--- src/rtl/pi_bus_pkg.sv ---
// processor-interface bus package with widths, acknowledge codes, storage map and timeout limit
`default_nettype none

package pi_bus_pkg;

   // bus widths
   localparam int unsigned ADDR_W = 6;
   localparam int unsigned DATA_W = 32;
   localparam int unsigned ACK_W  = 3;

   // acknowledge codes
   localparam logic [ACK_W-1:0] ACK_IDLE = 3'd0;
   localparam logic [ACK_W-1:0] ACK_WAT  = 3'd1;
   localparam logic [ACK_W-1:0] ACK_ERR  = 3'd3;
   localparam logic [ACK_W-1:0] ACK_RDY  = 3'd4;

   // storage map
   // 0..15 real words, 16..31 answer with an error, 32..63 never answer
   localparam int unsigned MEM_WORDS = 16;
   localparam int unsigned MEM_AW    = $clog2(MEM_WORDS);
   localparam int unsigned ERR_BASE  = 16;
   localparam int unsigned DEAD_BASE = 32;

   // cycles a granted transfer may go without RDY or ERR
   localparam int unsigned TIMEOUT_CYCLES = 12;
   localparam int unsigned TMO_W          = $clog2(TIMEOUT_CYCLES + 1);

endpackage

`default_nettype wire
--- src/rtl/pi_bus_top.sv ---
// processor-interface bus top level with two masters, arbiter, slave and storage
`timescale 1ns/1ns
`default_nettype none

module pi_bus_top
   import pi_bus_pkg::*;
(
   input  wire logic              clk,
   input  wire logic              rst_n,
   input  wire logic              cmd_valid_0,
   input  wire logic              cmd_write_0,
   input  wire logic              cmd_lock_0,
   input  wire logic [ADDR_W-1:0] cmd_addr_0,
   input  wire logic [DATA_W-1:0] cmd_wdata_0,
   output logic                   cmd_ready_0,
   output logic                   rsp_valid_0,
   output logic [DATA_W-1:0]      rsp_rdata_0,
   output logic                   rsp_err_0,
   input  wire logic              cmd_valid_1,
   input  wire logic              cmd_write_1,
   input  wire logic              cmd_lock_1,
   input  wire logic [ADDR_W-1:0] cmd_addr_1,
   input  wire logic [DATA_W-1:0] cmd_wdata_1,
   output logic                   cmd_ready_1,
   output logic                   rsp_valid_1,
   output logic [DATA_W-1:0]      rsp_rdata_1,
   output logic                   rsp_err_1
);

   // master to arbiter
   logic              req_0, req_1;
   logic              gnt_0, gnt_1;
   logic              lock_0, lock_1;
   logic              write_0, write_1;
   logic [ADDR_W-1:0] addr_0, addr_1;
   logic [DATA_W-1:0] wdata_0, wdata_1;

   // shared bus
   logic              sel;
   logic              timeout;
   logic [ACK_W-1:0]  ack;
   logic [DATA_W-1:0] rdata;
   logic [ADDR_W-1:0] bus_addr;
   logic              bus_write;
   logic [DATA_W-1:0] bus_wdata;

   // slave to storage
   logic              mem_start, mem_done, mem_err, mem_write;
   logic [ADDR_W-1:0] mem_addr;
   logic [DATA_W-1:0] mem_wdata, mem_rdata;

   pi_master i_master_0 (
      .clk, .rst_n,
      .cmd_valid(cmd_valid_0), .cmd_write(cmd_write_0), .cmd_lock(cmd_lock_0),
      .cmd_addr(cmd_addr_0), .cmd_wdata(cmd_wdata_0), .cmd_ready(cmd_ready_0),
      .rsp_valid(rsp_valid_0), .rsp_rdata(rsp_rdata_0), .rsp_err(rsp_err_0),
      .req(req_0), .lock(lock_0), .addr(addr_0), .write(write_0), .wdata(wdata_0),
      .gnt(gnt_0), .ack, .rdata, .timeout
   );

   pi_master i_master_1 (
      .clk, .rst_n,
      .cmd_valid(cmd_valid_1), .cmd_write(cmd_write_1), .cmd_lock(cmd_lock_1),
      .cmd_addr(cmd_addr_1), .cmd_wdata(cmd_wdata_1), .cmd_ready(cmd_ready_1),
      .rsp_valid(rsp_valid_1), .rsp_rdata(rsp_rdata_1), .rsp_err(rsp_err_1),
      .req(req_1), .lock(lock_1), .addr(addr_1), .write(write_1), .wdata(wdata_1),
      .gnt(gnt_1), .ack, .rdata, .timeout
   );

   pi_arbiter i_arbiter (
      .clk, .rst_n,
      .req_0, .req_1, .lock_0, .lock_1, .addr_0, .addr_1,
      .write_0, .write_1, .wdata_0, .wdata_1, .ack,
      .gnt_0, .gnt_1, .sel, .bus_addr, .bus_write, .bus_wdata, .timeout
   );

   pi_slave_fsm i_slave (
      .clk, .rst_n,
      .sel, .bus_addr, .bus_write, .bus_wdata, .timeout,
      .mem_done, .mem_err, .mem_rdata,
      .ack, .rdata, .mem_start, .mem_addr, .mem_write, .mem_wdata
   );

   pi_storage i_storage (
      .clk, .rst_n,
      .mem_start, .mem_addr, .mem_write, .mem_wdata,
      .mem_done, .mem_rdata, .mem_err
   );

endmodule

`default_nettype wire

--- src/rtl/pi_storage.sv ---
// word storage with address-dependent wait states, an error region and a dead region
`timescale 1ns/1ns
`default_nettype none

module pi_storage
   import pi_bus_pkg::*;
(
   input  wire logic              clk,
   input  wire logic              rst_n,
   input  wire logic              mem_start,
   input  wire logic [ADDR_W-1:0] mem_addr,
   input  wire logic              mem_write,
   input  wire logic [DATA_W-1:0] mem_wdata,
   output logic                   mem_done,
   output logic [DATA_W-1:0]      mem_rdata,
   output logic                   mem_err
);

   logic [DATA_W-1:0] mem [MEM_WORDS];
   logic              pending;
   logic [1:0]        wait_cnt;
   logic              in_err;
   logic              in_dead;
   logic [MEM_AW-1:0] idx_q;
   logic              write_q;
   logic [DATA_W-1:0] wdata_q;

   assign in_err  = (mem_addr >= ADDR_W'(ERR_BASE)) && (mem_addr < ADDR_W'(DEAD_BASE));
   assign in_dead = (mem_addr >= ADDR_W'(DEAD_BASE));

   assign mem_done  = pending && (wait_cnt == 2'd0);
   assign mem_rdata = mem[idx_q];

   always_ff @(posedge clk or negedge rst_n) begin
      if (!rst_n) begin
         pending  <= 1'b0;
         wait_cnt <= 2'd0;
      end else if (mem_start) begin
         // dead region never starts a countdown
         pending  <= !in_dead;
         wait_cnt <= in_err ? 2'd0 : mem_addr[1:0];
      end else if (mem_done) begin
         pending <= 1'b0;
      end else if (pending) begin
         wait_cnt <= wait_cnt - 2'd1;
      end
   end

   always_ff @(posedge clk) begin
      if (mem_start) begin
         idx_q   <= mem_addr[MEM_AW-1:0];
         write_q <= mem_write;
         wdata_q <= mem_wdata;
         mem_err <= in_err;
      end
   end

   always_ff @(posedge clk or negedge rst_n) begin
      if (!rst_n) begin
         for (int i = 0; i < MEM_WORDS; i++) begin
            mem[i] <= '0;
         end
      end else if (mem_done && write_q && !mem_err) begin
         mem[idx_q] <= wdata_q;
      end
   end

endmodule

`default_nettype wire

--- src/rtl/pi_slave_fsm.sv ---
// slave state machine decoding a selected transfer and driving the acknowledge code
`timescale 1ns/1ns
`default_nettype none

module pi_slave_fsm
   import pi_bus_pkg::*;
(
   input  wire logic              clk,
   input  wire logic              rst_n,
   input  wire logic              sel,
   input  wire logic [ADDR_W-1:0] bus_addr,
   input  wire logic              bus_write,
   input  wire logic [DATA_W-1:0] bus_wdata,
   input  wire logic              timeout,
   input  wire logic              mem_done,
   input  wire logic              mem_err,
   input  wire logic [DATA_W-1:0] mem_rdata,
   output logic [ACK_W-1:0]       ack,
   output logic [DATA_W-1:0]      rdata,
   output logic                   mem_start,
   output logic [ADDR_W-1:0]      mem_addr,
   output logic                   mem_write,
   output logic [DATA_W-1:0]      mem_wdata
);

   typedef enum logic [1:0] {
      S_IDLE,
      S_START,
      S_WAIT,
      S_REPLY
   } state_t;

   state_t            state;
   logic              err_q;
   logic [ADDR_W-1:0] addr_q;
   logic              write_q;
   logic [DATA_W-1:0] wdata_q;
   logic              latch;

   assign latch = (state == S_IDLE) && sel;

   assign mem_start = (state == S_START);
   assign mem_addr  = addr_q;
   assign mem_write = write_q;
   assign mem_wdata = wdata_q;

   always_comb begin
      case (state)
         S_START, S_WAIT: ack = ACK_WAT;
         S_REPLY:         ack = err_q ? ACK_ERR : ACK_RDY;
         default:         ack = ACK_IDLE;
      endcase
   end

   always_ff @(posedge clk or negedge rst_n) begin
      if (!rst_n) begin
         state <= S_IDLE;
      end else begin
         case (state)
            S_IDLE: begin
               if (sel) begin
                  state <= S_START;
               end
            end
            S_START: state <= timeout ? S_IDLE : S_WAIT;
            S_WAIT: begin
               // the arbiter gave up on this transfer
               if (timeout) begin
                  state <= S_IDLE;
               end else if (mem_done) begin
                  state <= S_REPLY;
               end
            end
            default: state <= S_IDLE;
         endcase
      end
   end

   always_ff @(posedge clk) begin
      if (latch) begin
         addr_q  <= bus_addr;
         write_q <= bus_write;
         wdata_q <= bus_wdata;
      end
      if ((state == S_WAIT) && mem_done) begin
         err_q <= mem_err;
         rdata <= mem_rdata;
      end
   end

endmodule

`default_nettype wire

--- src/rtl/pi_arbiter.sv ---
// round-robin bus arbiter with lock, granted-master bus multiplexer and transfer timeout
`timescale 1ns/1ns
`default_nettype none

module pi_arbiter
   import pi_bus_pkg::*;
(
   input  wire logic              clk,
   input  wire logic              rst_n,
   input  wire logic              req_0,
   input  wire logic              req_1,
   input  wire logic              lock_0,
   input  wire logic              lock_1,
   input  wire logic [ADDR_W-1:0] addr_0,
   input  wire logic [ADDR_W-1:0] addr_1,
   input  wire logic              write_0,
   input  wire logic              write_1,
   input  wire logic [DATA_W-1:0] wdata_0,
   input  wire logic [DATA_W-1:0] wdata_1,
   input  wire logic [ACK_W-1:0]  ack,
   output logic                   gnt_0,
   output logic                   gnt_1,
   output logic                   sel,
   output logic [ADDR_W-1:0]      bus_addr,
   output logic                   bus_write,
   output logic [DATA_W-1:0]      bus_wdata,
   output logic                   timeout
);

   logic             busy;
   logic             done_q;
   logic             last_q;
   logic [TMO_W-1:0] tcnt;
   logic             owner_req;
   logic             owner_lock;
   logic             xfer_end;

   assign busy       = gnt_0 || gnt_1;
   assign owner_req  = gnt_1 ? req_1 : req_0;
   assign owner_lock = gnt_1 ? lock_1 : lock_0;

   // done_q marks a locked owner that has finished and keeps the bus
   assign sel      = busy && !done_q;
   assign xfer_end = sel && ((ack == ACK_RDY) || (ack == ACK_ERR));
   assign timeout  = sel && (tcnt == TMO_W'(TIMEOUT_CYCLES - 1));

   // bus fields come from the owner
   assign bus_addr  = gnt_1 ? addr_1 : addr_0;
   assign bus_write = gnt_1 ? write_1 : write_0;
   assign bus_wdata = gnt_1 ? wdata_1 : wdata_0;

   always_ff @(posedge clk or negedge rst_n) begin
      if (!rst_n) begin
         gnt_0  <= 1'b0;
         gnt_1  <= 1'b0;
         done_q <= 1'b0;
         last_q <= 1'b1;
      end else if (!busy) begin
         done_q <= 1'b0;
         // last_q high means master 1 was served last
         if (req_0 && (!req_1 || last_q)) begin
            gnt_0  <= 1'b1;
            last_q <= 1'b0;
         end else if (req_1) begin
            gnt_1  <= 1'b1;
            last_q <= 1'b1;
         end
      end else if (timeout) begin
         gnt_0  <= 1'b0;
         gnt_1  <= 1'b0;
         done_q <= 1'b0;
      end else if (xfer_end) begin
         if (owner_lock) begin
            done_q <= 1'b1;
         end else begin
            gnt_0 <= 1'b0;
            gnt_1 <= 1'b0;
         end
      end else if (done_q) begin
         // locked owner either starts its next command or lets go
         if (owner_req) begin
            done_q <= 1'b0;
         end else if (!owner_lock) begin
            gnt_0  <= 1'b0;
            gnt_1  <= 1'b0;
            done_q <= 1'b0;
         end
      end
   end

   // cycles since sel went high for the current transfer
   always_ff @(posedge clk or negedge rst_n) begin
      if (!rst_n) begin
         tcnt <= '0;
      end else if (!sel) begin
         tcnt <= '0;
      end else begin
         tcnt <= tcnt + 1'b1;
      end
   end

endmodule

`default_nettype wire

--- src/rtl/pi_master.sv ---
// bus master turning one external command into a bus transfer and returning its result
`timescale 1ns/1ns
`default_nettype none

module pi_master
   import pi_bus_pkg::*;
(
   input  wire logic              clk,
   input  wire logic              rst_n,
   // external command side
   input  wire logic              cmd_valid,
   input  wire logic              cmd_write,
   input  wire logic              cmd_lock,
   input  wire logic [ADDR_W-1:0] cmd_addr,
   input  wire logic [DATA_W-1:0] cmd_wdata,
   output logic                   cmd_ready,
   output logic                   rsp_valid,
   output logic [DATA_W-1:0]      rsp_rdata,
   output logic                   rsp_err,
   // bus side
   output logic                   req,
   output logic                   lock,
   output logic [ADDR_W-1:0]      addr,
   output logic                   write,
   output logic [DATA_W-1:0]      wdata,
   input  wire logic              gnt,
   input  wire logic [ACK_W-1:0]  ack,
   input  wire logic [DATA_W-1:0] rdata,
   input  wire logic              timeout
);

   typedef enum logic [1:0] {
      M_IDLE,
      M_REQ,
      M_XFER
   } state_t;

   state_t            state;
   logic              lock_q;
   logic              write_q;
   logic [ADDR_W-1:0] addr_q;
   logic [DATA_W-1:0] wdata_q;
   logic              take_cmd;
   logic              xfer_end;
   logic              xfer_bad;

   assign cmd_ready = (state == M_IDLE);
   assign take_cmd  = cmd_valid && cmd_ready;

   // only the granted master may treat ack or timeout as its own
   assign xfer_bad = (ack == ACK_ERR) || timeout;
   assign xfer_end = (state == M_XFER) && gnt && ((ack == ACK_RDY) || xfer_bad);

   assign req   = (state != M_IDLE);
   assign lock  = lock_q;
   assign addr  = addr_q;
   assign write = write_q;
   assign wdata = wdata_q;

   always_ff @(posedge clk or negedge rst_n) begin
      if (!rst_n) begin
         state     <= M_IDLE;
         lock_q    <= 1'b0;
         rsp_valid <= 1'b0;
      end else begin
         rsp_valid <= 1'b0;
         case (state)
            M_IDLE: begin
               if (take_cmd) begin
                  // lock stays as given until the next command replaces it
                  lock_q <= cmd_lock;
                  state  <= M_REQ;
               end
            end
            M_REQ: begin
               if (gnt) begin
                  state <= M_XFER;
               end
            end
            M_XFER: begin
               if (xfer_end) begin
                  rsp_valid <= 1'b1;
                  state     <= M_IDLE;
               end
            end
            default: state <= M_IDLE;
         endcase
      end
   end

   // command fields and response payload
   always_ff @(posedge clk) begin
      if (take_cmd) begin
         addr_q  <= cmd_addr;
         write_q <= cmd_write;
         wdata_q <= cmd_wdata;
      end
      if (xfer_end) begin
         rsp_rdata <= rdata;
         rsp_err   <= xfer_bad;
      end
   end

endmodule

`default_nettype wire

--- config.mk ---
export PLATFORM = sky130hd
export DESIGN_NAME = pi_bus_top
export DESIGN_NICKNAME = d
export VERILOG_FILES = /design/src/rtl/pi_bus_pkg.sv /design/src/rtl/pi_bus_top.sv /design/src/rtl/pi_storage.sv /design/src/rtl/pi_slave_fsm.sv /design/src/rtl/pi_arbiter.sv /design/src/rtl/pi_master.sv
export SDC_FILE = /design/constraint.sdc
export NUM_CORES = 1
export LEC_CHECK = 0
export ABC_AREA = 0
export BUFFER_PORTS_ARGS = -buffer_cell sky130_fd_sc_hd__buf_2
export CORE_UTILIZATION = 30
export DETAILED_ROUTE_END_ITERATION = 8
export PLACE_DENSITY = 0.49
export SLEW_MARGIN = 20
export SYNTH_ARGS = -nofsm -noshare
export SYNTH_HDL_FRONTEND = slang
export SYNTH_SLANG_ARGS = --single-unit
--- constraint.sdc ---
create_clock -name clk -period 5.7 [get_ports clk]
set_clock_uncertainty 0.15 [all_clocks]
set_input_delay 0.57 -clock clk [delete_from_list [all_inputs] [get_ports clk]]
set_output_delay 0.57 -clock clk [all_outputs]
set_load 0.01 [all_outputs]
==> reports/metrics.yaml <==
setup_path:
  slowest_delay_ns: 0.97
  crit_family: "flip-flops"
  critPathKind: "reg2reg"
  cp_cell_sequence: "o21bai_1 > o32ai_1 > and4b_2 > buf_4"
  start_kind: "flop"
  crit_path_end_kind: "flop"
  critPathBufInv: 1
  required_ns: 5.83
  crit_arrival_ns: 3.48
  cp_max_fo: 52
  critPathSlowestCell: "dfrtp_4"
  rrSetupSlack_ns: 2.34
sta:
  fmax_mhz: 298
  rsz0062_at_grt: "false"
  fin_crit_sh_pct: 58.9
  setup_viol: 0
  tightest_slew_ns: 0.950
  period_needed_ns: 3.36
  max_slew_margin_pct: 36.6
  finalHoldViolations: 0
  drv_slew: 0
  tns_ns: 0
cts:
  cts.sinks: 787
  cts_tree: "yes"
  clk_path_buf_depth: 3
  ctsResizeCount: 0
  clk_pin_slew_ns: 0.06
  htree_num_levels: 3
  root_buffer: "clkbuf_16"
  clk_latency_ns: 0.64
  numCtsBuffers: 89
floorplanning:
  io_pins: 154
  initial_utilization_pct: 30.4
  core-area_um2: 106000
  die_w_um: 329
  die_area_um2: 109000
  die_y_um: 329
  fp-row-count: 119
synthesis:
  yosys_register_bits: 787
  synth-compound-area-share_pct: 2.03
  yosysSeqAreaShare_pct: 65.2
  synth_edf_count: 254
  async_reset_ff_share_pct: 67.7
  syn-num-nets: 1911
  synthMuxAreaShare_pct: 28.5
  yosysUniqueCellTypes: 45
  syn_area_um2: 32200
  synth-simple-area-share_pct: 1.63
  synth_xor_area_share_pct: 0.0817
  synth_top_family_by_area: "multiplexers"
  yosys_warnings: 0
  synth_ff_type: "dfrtp_1"
  synth_cells: 1820
  synthAdderAreaFrac_pct: 0.272
  avgSynthCellArea_um2: 17.7
global_routing:
  grt-ovfl-total: 0
  grt_busiest_layer: "met2"
  grt_max_degree: 162
  grt_pass1_wl_um: 122000
  grt_use_met3_pct: 2.44
  antenna_found_initial: 0
  use_met1_pct: 20.6
  grtUsageTotal_pct: 15.1
  gr-usage-met2_pct: 24.9
  grt_pass1_vias: 18900
hold_path:
  worst_hold_path_type: "in2reg"
routing:
  vias: 16900
  drtAntennaViolNets: 0
  wl_um: 80500
  drc: 0
  wl_per_cell_um: 22.9
  dr.first_iter.drc_count: 873
  firstDrtPassIters: 4
  viasPerCell: 4.80
placed_design:
  dp_hpwl_um: 46500
  portBuffers: 153
  gp_congestion: 0.713
  place_inst: 3268
  placed_area_um2: 34500
finish:
  nets: 2140
  final_area_um2: 38300
  final_layout_size_suffix_gt1_share_pct: 45.2
  final_cell_count_no_fill: 3516
  n_fill_cell: 9839
  syn_to_final_growth_pct: 19.2
  diodes: 0
status:
  status: "finished, final reports clean"
pwr:
  p_per_area_nw_per_um2: 487
  peakVddDrop_mv: 0.321
  p_leak_uw: 0.0168
flow_run:
  maxCapViolCount: 0
==> stage by stage <==
| step | total power, uW | hold WS [ns] | util, % | setup WS [ns] |
|---|---|---|---|---|
| detailed placement | 13000 | 0.255 | 32.6 | 2.18 |
| global route | 19700 | 0.0549 | 36.2 | 2.00 |
| global placement | 12700 | 0.256 | 32.5 | 2.21 |
| floorplan | 11400 | 0.124 | - | 1.45 |
| finish | 18700 | 0.0547 | 36.2 | 2.34 |
| CTS | 19000 | 0.0182 | 36.2 | 2.16 |
==> cells by family after synthesis <==
family                     count (synthesis)
xor gates and xnor gates                   3
AOI/OAI and AO/OA                         91
DFF                                      787
adders and majority gates                  7
buffers and inverters                    146
muxes                                    687
and+or+nand+nor                           99
==> placed cells by master, fill, tap and decap left out, types with 6 or more instances in the layout <==
cell | synthesis | layout
a22oi_1 | 66 | 66
ha_1 | 7 | 6
mux2_2 | 475 | 475
nand2_1 | 44 | 40
dlygate4sd3_1 | 0 | 81
buf_12 | 0 | 6
buf_4 | 38 | 28
mux4_2 | 128 | 128
clkbuf_16 | 0 | 93
nor2_4 | 0 | 11
nor2_1 | 15 | 13
dfrtp_1 | 532 | 531
clkinv_1 | 0 | 10
inv_1 | 12 | 12
mux2_1 | 81 | 81
o21ai_0 | 7 | 7
clkbuf_8 | 0 | 9
edfxtp_1 | 254 | 254
bufinv_16 | 0 | 10
buf_2 | 29 | 152
clkbuf_1 | 60 | 26
clkinv_2 | 0 | 12
==> state kept, by name, indices dropped and copies added, names as in the netlist, 32 cells and up <==
name and count:
i_slave.mem_wdata 32, i_slave.rdata 32, i_master_1.rsp_rdata 32, i_storage.wdata_q 32, i_master_0.wdata 32, i_master_0.rsp_rdata 32
i_master_1.wdata 32, i_storage.mem 512
==> cell usage after synthesis, types with 3 or more instances <==
| library cell | number | area share [%] |
|---|---|---|
| inv_1 | 12 | 0.14 |
| nand2_1 | 44 | 0.51 |
| clkbuf_1 | 60 | 0.70 |
| nor2_1 | 15 | 0.17 |
| edfxtp_1 | 254 | 24 |
| and4b_1 | 3 | 0.093 |
| mux4_2 | 128 | 9.0 |
| a22oi_1 | 66 | 1.5 |
| nor2_2 | 9 | 0.17 |
| ha_1 | 7 | 0.27 |
| o21ai_0 | 7 | 0.11 |
| buf_1 | 5 | 0.058 |
| nor3_1 | 4 | 0.062 |
| buf_2 | 29 | 0.45 |
| a31oi_1 | 4 | 0.078 |
| buf_4 | 38 | 0.89 |
| dfrtp_1 | 532 | 41 |
| mux2_1 | 81 | 2.8 |
| and2_1 | 3 | 0.058 |
| nand2b_1 | 3 | 0.058 |
| nor2b_1 | 5 | 0.097 |
| mux2_2 | 475 | 17 |
| mux2i_1 | 3 | 0.093 |
| a21oi_1 | 5 | 0.078 |
==> cell type report <==
| cell class | count | area, um^2 | share of cell area [%] |
|---|---|---|---|
| Tap cell | 1391 | 1740 | 4.54 |
| Inverter | 12 | 45.0 | 0.117 |
| Multi-Input combinational cell | 887 | 10600 | 27.6 |
| Sequential cell | 787 | 21000 | 54.7 |
| Clock inverter | 39 | 455 | 1.19 |
| Timing Repair Buffer | 272 | 2000 | 5.21 |
| Clock buffer | 128 | 2550 | 6.65 |
==> path summary, 6_finish.rpt <==
path,start,end,cells after the start
max,i_arbiter.gnt_1,i_master_0.rsp_rdata[14],4
min,cmd_valid_0,i_master_0.state[0],3
max reg2reg,i_arbiter.gnt_1,i_master_0.rsp_rdata[14],4
min reg2reg,i_slave.mem_wdata[25],i_storage.wdata_q[25],0
max in group asynchronous,rst_n,i_storage.mem[254],3
min in group asynchronous,rst_n,i_master_0.state[0],2
==> what timing repair did <==
item / CTS / global route
buffers inserted: 0 / 0
hold buffers: 81 / 0
endpoints found under the hold margin: 179 / 0
==> worst register-to-register path: stages, from the launching register on <==
cell      delay (ns)
dfrtp_4         0.97
o21bai_1        0.46
o32ai_1         0.40
and4b_2         0.41
buf_4           0.54
==> where the power goes <==
group          internal, uW  switching [uW]
Combinational          1990            1900
Clock                  3560            2320
Sequential             7670            1210
Total                 13200            5430
==> layer usage <==
layer  routed length, um  vias to the layer above
met5                   0                        -
met4                1580                        0
met3                2890                      105
met1               37000                     9130
met2               39000                      289
li1                    -                     7345
No activity file was read; power rests on OpenSTA's default activity.
